===== src/hdl/vec_pkg.sv =====
package vec_pkg;

  // vector shape
  localparam int ELEM_W     = 32;
  localparam int LANES      = 4;
  localparam int LANE_IDX_W = (LANES > 1) ? $clog2(LANES) : 1;

  // op holds a div_pkg::div_op_e code
  typedef struct packed {
    logic [1:0]                   op;
    logic [LANES-1:0][ELEM_W-1:0] dividend;
    logic [LANES-1:0][ELEM_W-1:0] divisor;
  } vec_req_t;

  typedef struct packed {
    logic [LANES-1:0][ELEM_W-1:0] elem;
  } vec_res_t;

endpackage


===== src/hdl/div_pkg.sv =====
package div_pkg;

  import vec_pkg::ELEM_W;
  import vec_pkg::LANE_IDX_W;

  // bit 0 set for signed ops, bit 1 set for remainder ops
  typedef enum logic [1:0] {
    DIV_U = 2'd0,
    DIV_S = 2'd1,
    REM_U = 2'd2,
    REM_S = 2'd3
  } div_op_e;

  typedef enum logic {
    DIV_UNSIGN = 1'b0,
    DIV_SIGN   = 1'b1
  } div_sign_e;

  // carried through the divider unchanged
  typedef struct packed {
    logic [LANE_IDX_W-1:0] lane;
    logic                  want_rem;
    logic                  last;
  } div_tag_t;

  typedef struct packed {
    div_sign_e         sign;
    logic [ELEM_W-1:0] dividend;
    logic [ELEM_W-1:0] divisor;
    div_tag_t          tag;
  } div_req_t;

  typedef struct packed {
    logic [ELEM_W-1:0] quotient;
    logic [ELEM_W-1:0] remainder;
    div_tag_t          tag;
  } div_res_t;

endpackage


===== src/hdl/div_elem_issue.sv =====
`timescale 1ns/100ps

module div_elem_issue (
  input  logic              clk,
  input  logic              rst_n,
  input  vec_pkg::vec_req_t vec_in,
  input  logic              in_valid,
  output logic              in_ready,
  output div_pkg::div_req_t issue_req,
  output logic              issue_valid,
  input  logic              issue_ready
);
  import vec_pkg::*;
  import div_pkg::*;

  vec_req_t              inst_q;
  logic                  busy_q;
  logic [LANE_IDX_W-1:0] lane_q;
  div_op_e               op;
  logic                  last_lane;

  assign in_ready    = ~busy_q;
  assign issue_valid = busy_q;
  assign op          = div_op_e'(inst_q.op);
  assign last_lane   = (lane_q == LANE_IDX_W'(LANES - 1));

  always_ff @(posedge clk or negedge rst_n) begin
    if (!rst_n) begin
      busy_q <= 1'b0;
      lane_q <= '0;
    end else if (in_valid && in_ready) begin
      busy_q <= 1'b1;
      lane_q <= '0;
    end else if (issue_valid && issue_ready) begin
      // free again once the final lane has gone out
      if (last_lane) begin
        busy_q <= 1'b0;
      end
      lane_q <= lane_q + 1'b1;
    end
  end

  always_ff @(posedge clk) begin
    if (in_valid && in_ready) begin
      inst_q <= vec_in;
    end
  end

  // element request for the current lane
  always_comb begin
    issue_req.sign         = (op == DIV_S || op == REM_S) ? DIV_SIGN : DIV_UNSIGN;
    issue_req.dividend     = inst_q.dividend[lane_q];
    issue_req.divisor      = inst_q.divisor[lane_q];
    issue_req.tag.lane     = lane_q;
    issue_req.tag.want_rem = (op == REM_U || op == REM_S);
    issue_req.tag.last     = last_lane;
  end

endmodule


===== src/hdl/div_req_fifo.sv =====
`timescale 1ns/100ps

module div_req_fifo #(
  parameter int FIFO_DEPTH = 4
) (
  input  logic              clk,
  input  logic              rst_n,
  input  div_pkg::div_req_t in_req,
  input  logic              in_valid,
  output logic              in_ready,
  output div_pkg::div_req_t out_req,
  output logic              out_valid,
  input  logic              out_ready
);
  import div_pkg::*;

  localparam int PTR_W = (FIFO_DEPTH > 1) ? $clog2(FIFO_DEPTH) : 1;
  localparam int CNT_W = $clog2(FIFO_DEPTH + 1);

  div_req_t         mem_q [FIFO_DEPTH];
  logic [PTR_W-1:0] wr_ptr_q;
  logic [PTR_W-1:0] rd_ptr_q;
  logic [CNT_W-1:0] count_q;
  logic             push;
  logic             pop;

  assign in_ready  = (count_q != CNT_W'(FIFO_DEPTH));
  assign out_valid = (count_q != '0);
  assign out_req   = mem_q[rd_ptr_q];
  assign push      = in_valid && in_ready;
  assign pop       = out_valid && out_ready;

  always_ff @(posedge clk or negedge rst_n) begin
    if (!rst_n) begin
      wr_ptr_q <= '0;
      rd_ptr_q <= '0;
      count_q  <= '0;
    end else begin
      if (push) begin
        wr_ptr_q <= (wr_ptr_q == PTR_W'(FIFO_DEPTH - 1)) ? '0 : wr_ptr_q + 1'b1;
      end
      if (pop) begin
        rd_ptr_q <= (rd_ptr_q == PTR_W'(FIFO_DEPTH - 1)) ? '0 : rd_ptr_q + 1'b1;
      end
      // simultaneous push and pop leaves the count alone
      if (push && !pop) begin
        count_q <= count_q + 1'b1;
      end else if (pop && !push) begin
        count_q <= count_q - 1'b1;
      end
    end
  end

  always_ff @(posedge clk) begin
    if (push) begin
      mem_q[wr_ptr_q] <= in_req;
    end
  end

endmodule


===== src/hdl/div_result_collect.sv =====
`timescale 1ns/100ps

module div_result_collect (
  input  logic              clk,
  input  logic              rst_n,
  input  div_pkg::div_res_t res,
  input  logic              res_valid,
  output logic              res_ready,
  output vec_pkg::vec_res_t vec_out,
  output logic              out_valid,
  input  logic              out_ready
);
  import vec_pkg::*;

  vec_res_t vec_q;
  logic     full_q;
  logic     take;

  // hold off the divider while a finished vector waits
  assign res_ready = ~full_q;
  assign out_valid = full_q;
  assign vec_out   = vec_q;
  assign take      = res_valid && res_ready;

  always_ff @(posedge clk or negedge rst_n) begin
    if (!rst_n) begin
      full_q <= 1'b0;
    end else if (take && res.tag.last) begin
      full_q <= 1'b1;
    end else if (out_valid && out_ready) begin
      full_q <= 1'b0;
    end
  end

  always_ff @(posedge clk) begin
    if (take) begin
      vec_q.elem[res.tag.lane] <= res.tag.want_rem ? res.remainder : res.quotient;
    end
  end

endmodule


===== src/hdl/div_unit_divider.sv =====
`timescale 1ns/100ps

module div_unit_divider #(
  parameter int DIV_WIDTH = vec_pkg::ELEM_W
) (
  input  logic              clk,
  input  logic              rst_n,
  input  div_pkg::div_req_t req,
  input  logic              req_valid,
  output logic              req_ready,
  output div_pkg::div_res_t res,
  output logic              res_valid,
  input  logic              res_ready
);
  import div_pkg::*;

  localparam int LZ_W  = $clog2(DIV_WIDTH) + 1;
  localparam int CNT_W = $clog2(DIV_WIDTH + 2);
  localparam logic [DIV_WIDTH-1:0] MIN_NEG = {1'b1, {(DIV_WIDTH - 1){1'b0}}};

  typedef enum logic [1:0] {
    ST_IDLE,
    ST_WORK,
    ST_RESULT
  } state_e;

  state_e               state_q;
  state_e               state_d;

  // quotient register has one spare top bit so the first step shifts in a zero
  logic [DIV_WIDTH:0]   quot_q;
  logic [DIV_WIDTH-1:0] rem_q;
  logic [DIV_WIDTH-1:0] divisor_q;
  logic [CNT_W-1:0]     steps_q;
  logic                 q_neg_q;
  logic                 r_neg_q;
  div_tag_t             tag_q;

  logic                 sgn;
  logic                 a_neg;
  logic                 b_neg;
  logic [DIV_WIDTH-1:0] a_mag;
  logic [DIV_WIDTH-1:0] b_mag;
  logic [LZ_W-1:0]      lz;
  logic                 div_zero;
  logic                 overflow;

  logic [DIV_WIDTH:0]   q_nx;
  logic [DIV_WIDTH-1:0] r_nx;
  logic [DIV_WIDTH:0]   shifted;
  logic [CNT_W-1:0]     step_cnt;
  logic [CNT_W-1:0]     steps_left;

  // leading zeros by halving the search window each level
  function automatic logic [LZ_W-1:0] count_lz(input logic [DIV_WIDTH-1:0] v);
    logic [DIV_WIDTH-1:0] x;
    logic [LZ_W-1:0]      n;
    x = v;
    n = '0;
    if (v == '0) begin
      return LZ_W'(DIV_WIDTH);
    end
    for (int i = $clog2(DIV_WIDTH) - 1; i >= 0; i--) begin
      if ((x >> (DIV_WIDTH - (1 << i))) == '0) begin
        n = n + LZ_W'(1 << i);
        x = x << (1 << i);
      end
    end
    return n;
  endfunction

  // operand decode at acceptance
  always_comb begin
    sgn      = (req.sign == DIV_SIGN);
    a_neg    = sgn & req.dividend[DIV_WIDTH-1];
    b_neg    = sgn & req.divisor[DIV_WIDTH-1];
    a_mag    = a_neg ? (~req.dividend + 1'b1) : req.dividend;
    b_mag    = b_neg ? (~req.divisor + 1'b1) : req.divisor;
    lz       = count_lz(a_mag);
    div_zero = (req.divisor == '0);
    overflow = sgn && (req.dividend == MIN_NEG) && (req.divisor == '1);
  end

  // up to four shift-subtract steps per cycle
  always_comb begin
    q_nx       = quot_q;
    r_nx       = rem_q;
    shifted    = '0;
    step_cnt   = (steps_q > CNT_W'(4)) ? CNT_W'(4) : steps_q;
    steps_left = steps_q - step_cnt;
    for (int k = 0; k < 4; k++) begin
      if (CNT_W'(k) < steps_q) begin
        shifted = {r_nx, q_nx[DIV_WIDTH]};
        q_nx    = {q_nx[DIV_WIDTH-1:0], 1'b0};
        if (shifted >= {1'b0, divisor_q}) begin
          r_nx    = DIV_WIDTH'(shifted - {1'b0, divisor_q});
          q_nx[0] = 1'b1;
        end else begin
          r_nx = shifted[DIV_WIDTH-1:0];
        end
      end
    end
  end

  always_comb begin
    state_d = state_q;
    case (state_q)
      ST_IDLE: begin
        if (req_valid) begin
          state_d = (div_zero || overflow) ? ST_RESULT : ST_WORK;
        end
      end
      ST_WORK: begin
        if (steps_left == '0) begin
          state_d = ST_RESULT;
        end
      end
      ST_RESULT: begin
        if (res_ready) begin
          state_d = ST_IDLE;
        end
      end
      default: state_d = ST_IDLE;
    endcase
  end

  always_ff @(posedge clk or negedge rst_n) begin
    if (!rst_n) begin
      state_q <= ST_IDLE;
    end else begin
      state_q <= state_d;
    end
  end

  always_ff @(posedge clk) begin
    if (req_valid && req_ready) begin
      tag_q     <= req.tag;
      divisor_q <= b_mag;
      if (div_zero) begin
        quot_q  <= {1'b0, {DIV_WIDTH{1'b1}}};
        rem_q   <= req.dividend;
        q_neg_q <= 1'b0;
        r_neg_q <= 1'b0;
        steps_q <= '0;
      end else if (overflow) begin
        quot_q  <= {1'b0, MIN_NEG};
        rem_q   <= '0;
        q_neg_q <= 1'b0;
        r_neg_q <= 1'b0;
        steps_q <= '0;
      end else begin
        // normalize, then one step per significant bit plus the spare zero
        quot_q  <= {1'b0, a_mag} << lz;
        rem_q   <= '0;
        q_neg_q <= a_neg ^ b_neg;
        r_neg_q <= a_neg;
        steps_q <= CNT_W'(DIV_WIDTH + 1) - CNT_W'(lz);
      end
    end else if (state_q == ST_WORK) begin
      quot_q  <= q_nx;
      rem_q   <= r_nx;
      steps_q <= steps_left;
    end
  end

  assign req_ready = (state_q == ST_IDLE);
  assign res_valid = (state_q == ST_RESULT);

  // sign fix-up on the way out
  always_comb begin
    res.quotient  = q_neg_q ? (~quot_q[DIV_WIDTH-1:0] + 1'b1) : quot_q[DIV_WIDTH-1:0];
    res.remainder = r_neg_q ? (~rem_q + 1'b1) : rem_q;
    res.tag       = tag_q;
  end

endmodule


===== src/hdl/rvv_div_top.sv =====
`timescale 1ns/100ps

module rvv_div_top #(
  parameter int FIFO_DEPTH = 4
) (
  input  logic              clk,
  input  logic              rst_n,
  input  vec_pkg::vec_req_t vec_in,
  input  logic              in_valid,
  output logic              in_ready,
  output vec_pkg::vec_res_t vec_out,
  output logic              out_valid,
  input  logic              out_ready
);
  import vec_pkg::*;
  import div_pkg::*;

  div_req_t issue_req;
  logic     issue_valid;
  logic     issue_ready;
  div_req_t div_req;
  logic     div_req_valid;
  logic     div_req_ready;
  div_res_t div_res;
  logic     div_res_valid;
  logic     div_res_ready;

  div_elem_issue u_issue (
    .clk         (clk),
    .rst_n       (rst_n),
    .vec_in      (vec_in),
    .in_valid    (in_valid),
    .in_ready    (in_ready),
    .issue_req   (issue_req),
    .issue_valid (issue_valid),
    .issue_ready (issue_ready)
  );

  div_req_fifo #(
    .FIFO_DEPTH (FIFO_DEPTH)
  ) u_fifo (
    .clk       (clk),
    .rst_n     (rst_n),
    .in_req    (issue_req),
    .in_valid  (issue_valid),
    .in_ready  (issue_ready),
    .out_req   (div_req),
    .out_valid (div_req_valid),
    .out_ready (div_req_ready)
  );

  div_unit_divider #(
    .DIV_WIDTH (ELEM_W)
  ) u_divider (
    .clk       (clk),
    .rst_n     (rst_n),
    .req       (div_req),
    .req_valid (div_req_valid),
    .req_ready (div_req_ready),
    .res       (div_res),
    .res_valid (div_res_valid),
    .res_ready (div_res_ready)
  );

  div_result_collect u_collect (
    .clk       (clk),
    .rst_n     (rst_n),
    .res       (div_res),
    .res_valid (div_res_valid),
    .res_ready (div_res_ready),
    .vec_out   (vec_out),
    .out_valid (out_valid),
    .out_ready (out_ready)
  );

endmodule


===== config.mk =====
export PLATFORM = sky130hd
export DESIGN_NAME = rvv_div_top
export DESIGN_NICKNAME = d
export VERILOG_FILES = /design/src/hdl/vec_pkg.sv /design/src/hdl/div_pkg.sv /design/src/hdl/div_elem_issue.sv /design/src/hdl/div_req_fifo.sv /design/src/hdl/div_result_collect.sv /design/src/hdl/div_unit_divider.sv /design/src/hdl/rvv_div_top.sv
export SDC_FILE = /design/constraint.sdc
export NUM_CORES = 2
export LEC_CHECK = 0
export BUFFER_PORTS_ARGS = -buffer_cell sky130_fd_sc_hd__clkbuf_2
export CAP_MARGIN = 0
export CELL_PAD_IN_SITES_DETAIL_PLACEMENT = 0
export CELL_PAD_IN_SITES_GLOBAL_PLACEMENT = 1
export CORE_MARGIN = 10
export CORE_UTILIZATION = 45
export DETAILED_ROUTE_END_ITERATION = 16
export GPL_TIMING_DRIVEN = 0
export HOLD_SLACK_MARGIN = 0.08
export PLACE_DENSITY_LB_ADDON = 0.3
export SLEW_MARGIN = 20
export SYNTH_ARGS = -nofsm -noshare
export SYNTH_HDL_FRONTEND = slang
export SYNTH_SLANG_ARGS = --single-unit

===== constraint.sdc =====
create_clock -name clk -period 42.3 [get_ports clk]
set_clock_uncertainty 0.2 [all_clocks]
set_input_delay 6.345 -clock clk [delete_from_list [all_inputs] [get_ports clk]]
set_output_delay 6.345 -clock clk [all_outputs]
set_load 0.02 [all_outputs]

-- After elaboration in Yosys (flattened, before gate mapping)
Memory sizes are Yosys's and may differ from the RTL's.
Index checks and enable logic that the tools add are counted.
- magnitude comparators: 12
- add/sub/neg operators: 19
- mux-type cells: 79
- bitwise gates (word level): 9
- reductions and logical operators: 34
- eq/ne operators: 14
- shift-type cells: 1
- operator list (kind ; number):
    32-bit two-way mux ; 27
    33-bit two-way mux ; 8
    32-bit logical NOT ; 7
    33-bit by 32-bit greater-or-equal comparator with 1-bit output ; 4
    32-bit by 1-bit adder with 32-bit output, second input constant ; 4
    32-bit binary-select mux with 2-bit select ; 2
    128-bit bitwise mux ; 1
    32-bit inverter ; 4
    32-bit subtractor ; 4
    6-bit two-way mux ; 15
    32-bit demux with 2-bit select ; 1
    32-bit equality test, second input constant ; 2
    32-bit by 6-bit left shift with 33-bit output ; 1
    2-bit two-way mux ; 8
    1-bit two-way mux ; 13
    2-bit equality test, second input constant ; 6
    1-bit by 6-bit less-than comparator with 1-bit output, first input constant ; 2
    2-bit by 6-bit less-than comparator with 1-bit output, first input constant ; 2
    1-bit logical AND ; 11
    2-bit nonzero test ; 5
    2-bit by 1-bit adder with 2-bit output, second input constant ; 3
    6-bit by 1-bit adder with 6-bit output, second input constant ; 1
    6-bit by 2-bit adder with 6-bit output, second input constant ; 1
    6-bit by 3-bit adder with 6-bit output, second input constant ; 1
    26 further kinds ; 35
- logic and storage cells: 198
- bits in registers: 508
- memory bits (writable): 276
- memories: 1
- input bits: 262
- memory list (name ; words ; width ; rd ports ; clocked after Yosys merged registers in ; wr ports ; line ; source):
    u_fifo.mem_q ; 4 ; 69 ; 1 ; 0 ; 1 ; div_req_fifo.sv:20 ; div_req_t mem_q [FIFO_DEPTH];

-- Longest topological paths before layout
An unclocked memory read counts as a cell.
- depth after elaboration: 23
- gate-level depth with buffers: 66
- depth with buffers taken out: 60

-- By module
Synthesis repeated with hierarchy kept, for this count alone.
- cells, all modules: 3636
- area, all modules: 44636.6 um^2
- modules (own cells, without submodules) (module ; cells an instance ; area an instance (um^2) ; instances):
    div_unit_divider ; 2713 ; 20196.9 ; 1
    div_req_fifo ; 398 ; 10470.0 ; 1
    div_elem_issue ; 353 ; 9502.9 ; 1
    div_result_collect ; 172 ; 4466.8 ; 1

-- Least setup slack after synthesis
OpenSTA, ideal clock, no wires.
- path kind: reg-to-reg
- start: reg u_divider.divisor_q[1]
- end: reg u_divider.rem_q[28] (data pin)
- slack: 28.030 ns
- clock period less this slack: 14.270 ns
- required time: 41.832 ns
- arrival time: 13.802 ns
- stages on the path, launching flop included: 59
- cell sequence: edfxtp_1 inv_1 ha_1 nor2b_1 o21a_1 o21ai_0 a2111o_1 a2111oi_0 o211ai_1 a21o_1 a21oi_1 clkbuf_1 clkbuf_1 mux2i_1 a21oi_1 ha_1 a21o_1 a21oi_1 [23 not listed] a31oi_1 ha_1 a21boi_0 o21a_1 o21ai_0 a21oi_1 o311ai_0 nand2_1 a211oi_1 nor3_1 nor2_1 nand2_1 a2111o_1 or2_2 clkbuf_1 buf_1 a221oi_1 o31ai_1
- longest elaborated chain between the ends: 14
- elaborated cells between the ends (all ways): 18
- classes of those cells: add/sub (4); order compare (4); mux (10)
- ends and longest elaborated chain (element ; line ; source):
    from (decl) ; div_unit_divider.sv:33 ; logic [DIV_WIDTH-1:0] divisor_q;
    from (signal assigned) ; div_unit_divider.sv:138 ; divisor_q <= b_mag;
    32-bit subtractor or 33-bit by 32-bit greater-or-equal comparator with 1-bit output (tied branches) ; div_unit_divider.sv:96, div_unit_divider.sv:95 ;
    32-bit two-way mux ; div_unit_divider.sv:95 ; if (shifted >= {1'b0, divisor_q}) begin
    32-bit two-way mux ; div_unit_divider.sv:92 ; if (CNT_W'(k) < steps_q) begin
    32-bit subtractor or 33-bit by 32-bit greater-or-equal comparator with 1-bit output (tied branches) ; div_unit_divider.sv:96, div_unit_divider.sv:95 ;
    32-bit two-way mux ; div_unit_divider.sv:95 ;
    32-bit two-way mux ; div_unit_divider.sv:92 ;
    32-bit subtractor or 33-bit by 32-bit greater-or-equal comparator with 1-bit output (tied branches) ; div_unit_divider.sv:96, div_unit_divider.sv:95 ;
    32-bit two-way mux ; div_unit_divider.sv:95 ;
    32-bit two-way mux ; div_unit_divider.sv:92 ;
    32-bit subtractor or 33-bit by 32-bit greater-or-equal comparator with 1-bit output (tied branches) ; div_unit_divider.sv:96, div_unit_divider.sv:95 ;
    32-bit two-way mux ; div_unit_divider.sv:95 ;
    32-bit two-way mux (*) ; div_unit_divider.sv:92 ;
    32-bit two-way mux (*) ; div_unit_divider.sv:159 ; end else if (state_q == ST_WORK) begin
    32-bit two-way mux (*) ; div_unit_divider.sv:136 ; if (req_valid && req_ready) begin
    to (signal assigned) ; div_unit_divider.sv:141 ; rem_q <= req.dividend;
    to (signal assigned) ; div_unit_divider.sv:161 ; rem_q <= r_nx;
    to (decl) ; div_unit_divider.sv:32 ; logic [DIV_WIDTH-1:0] rem_q;
Mark *: on every way between the ends. The rest lies on a longest branch, timed or not. The select of a mux whose other input is x is not followed.
A chain may end at the register's enable or synchronous reset.

-- Final worst setup path
- start: reg u_divider.divisor_q[1]
- end: reg u_divider.rem_q[13] (data pin)
Same word-level chain as after synthesis.

==> results.md <==
* Max Freq at 0.0472 GHz
* R2r setup slk at 21.13 ns
* Vias in the first global route at 34.6k
* Post-CTS Setup Bufs at 0
* Required time worst endpoint at 42.47 ns
* Setup TNS at 0 ns
* Critical-path top delay cell: a221oi_1
* Final Hold Slack at 0.307 ns
* Max_cap viols at 0
* CTS buffer count at 79
* CTS resizes at 0
* Gate count after technology mapping at 3823
* Period utilization at 50.1%
* Worst-margin pin slew at 1.13 ns
* Worst endpoint data arrival time at 21.35 ns
* Endpoints failing setup at 0
* Final GP Congestion at 0.987
* CTS root buffer: clkbuf_16
* HPWL Detailed at 120000 microns
* Post-route ant nets at 0
* Reg2Reg Depth at 58
* Post-synth top area share at 52.0%
* Clock Latency Late Sink at 0.69 ns
* Worst slack, placed at 21.69 ns
* HP Class: reg2reg
* Total Wirelength at 152000 microns
* Leading cell types in the layout, fill and taps excluded: 771 x edfxtp_1, 392 x clkbuf_2, 303 x nor2_1
* Crit path max fanout at 10
* WHS Path Cells at 1
* Largest net degree at the start of global routing at 118
* Die height at 335 microns
* Mapped Nets at 4233
* Count of cell types in the netlist at 93
* CTS tree: built
* Synthesized area per cell at 11.7 sq um
* EDFF count, synth at 771
* CP endpoint kind: flip-flop
* Gr ovfl total at 0
* CP most frequent cell: o21ai_0
* Status: completed
* Layout cell share with drive strength beyond 1 at 17.0%
* Ys flop type: edfxtp_1
* RSZ-0062 raised after global routing: no
* Max transition margin at 23.4%
* Starting Density at 45.3%
* Hold buffer count at CTS at 0
* Slew Viols, Final at 0
* Synthesis Warnings at 0
* Die W at 335 microns
* Cell area after synthesis at 44500 sq um
* Clock transition at path regs at 0.06 ns
* DR pass1 iterations at 7
* Setup slack after layout at 21.13 ns
* Input/output buffers at 391
* Post-synthesis async set-or-reset flop share at 1.66%
* Startpoint Class: flip-flop
* Worst r2r src: u_divider.divisor_q[1]
* Clk sinks at 784
* Die Footprint at 112000 sq um
* Routed vias/inst at 6.19
* Antenna violations before repair at 7
* Initial DRC Count at 3826
* # IOs at 392
* Min Tclk post-route at 21.17 ns
* Top cells by area, synth: edfxtp_1 52%, mux4_2 6.8%, ha_1 4.0%
* Worst Setup EP: u_divider.rem_q[13]
* Site row count at 115
* Number of synthesized register bits at 784
* Final core occ at 52.0%
* Worst reg2reg endpoint: u_divider.rem_q[13]
* Clock Tree Buf Depth at 3
* First-pass GRT wire length at 226000 microns
* Max stage delay on crit path at 0.89 ns
* Cell taking the most area after synthesis: edfxtp_1
* Fin. Hold Viols at 0
* Global Route Usage Sum at 26.5%
* Worst setup path category: reg2reg
* Htree depth at 3
* Core area at 98300 sq um
* # DRC at 0
* Setup crit start: u_divider.divisor_q[1]
* Vias at 35.0k
* Area growth, synth to finish at 14.8%
* Total Nets Final at 4723
* DR WL/cell at 26.9 microns
* Sequential share of the synthesized area at 52.7%
* Commonest non-fill, non-tap cell in the layout: edfxtp_1
## logic make-up (layout without fill, tap and decap cells)
kind of cell               Yosys count  count (layout)  share of synthesized area, %
and+or+nand+nor                   1088            1088                          11.7
adders and majority gates          148             148                          4.24
AOI/OAI and AO/OA                 1006            1006                          14.9
buffers and inverters              332             879                          2.91
other                                1               3                       0.00842
DFF                                784             784                          52.7
xor gates and xnor gates           224             224                          4.40
muxes                              240             240                          9.22
## routing by layer
layer	wire length, microns	share of wire [%]	vias to the layer above	track usage (%)
met2	70800	46	1666	42.8
li1	-	-	15900	-
met5	53	0.035	-	0
met4	5330	3.5	6	9.02
met3	12700	8.3	290	5.24
met1	63600	42	17200	35.4
## how the worst min path moves through the flow
stage | startpoint | endpoint | slack [ns]
detailed placement | u_fifo.count_q[2] | u_fifo.count_q[2] | 0.31
global route | u_fifo.count_q[2] | u_fifo.count_q[2] | 0.33
global placement | u_fifo.count_q[2] | u_fifo.count_q[2] | 0.31
finish | u_fifo.count_q[2] | u_fifo.count_q[2] | 0.31
CTS | u_fifo.count_q[2] | u_fifo.count_q[2] | 0.31
floorplan | u_fifo.count_q[2] | u_fifo.count_q[2] | 0.26
## area by class of cell
class	count	area, sq um
Tap cell	1287	1610
Fill cell	8603	47100
Buffer	229	916
Timing Repair Buffer	409	2310
Inverter	103	394
Sequential cell	784	23500
Antenna cell	2	5.00
Clock buffer	99	2060
Multi-Input combinational cell	2707	19800
Clock inverter	39	527
## synth_stat cells, types with 16 or more instances
cell type	instances
nand2b_1	23
and3_1	31
a21o_1	60
o21a_1	26
a21oi_1	234
a32oi_1	37
clkbuf_1	169
o41ai_1	16
a31oi_1	73
o31ai_1	44
nor2b_1	24
ha_1	143
buf_1	34
mux2i_1	93
inv_1	101
o21ai_0	213
buf_2	20
a221oi_1	20
a211oi_1	49
edfxtp_1	771
nand2_1	296
nand3_1	112
nand4_1	52
nor4_1	31
xor2_1	84
or4_1	18
or3_1	40
nor2_1	305
o211ai_1	57
xnor2_1	140
mux4_2	135
nor3_1	84
## worst max-delay path: cells and delay by family (launching register included)
kind	cells	cell delay, ns
adder cells (fa/ha/maj)	4	1.52
AND/OR/NAND/NOR	10	2.26
multiplexers	2	0.36
flip-flops	1	0.49
AO/OA/AOI/OAI	34	12.31
buffers and inverters	8	3.67
## per-stage QoR
step | std cells | cell area (sq um)
after detailed placement | 5519 | 48500
after CTS | 5657 | 51100
final | 5659 | 51100
after floorplan | 3823 | 44500
after global placement | 5501 | 48100
after global routing | 5657 | 51100
## state kept, by name, summed over array words and instances, names as in the netlist, 3 cells and up
register,flops
u_fifo.mem_q,276
u_issue.inst_q,256
u_collect.vec_out,128
u_divider.quot_q,33
u_divider.divisor_q,32
u_divider.rem_q,32
u_divider.steps_q,6
u_divider.res,4
u_fifo.count_q,3
Power is not shown: default switching activity piles up to over one toggle a cycle in this logic, so the estimate is an artifact.
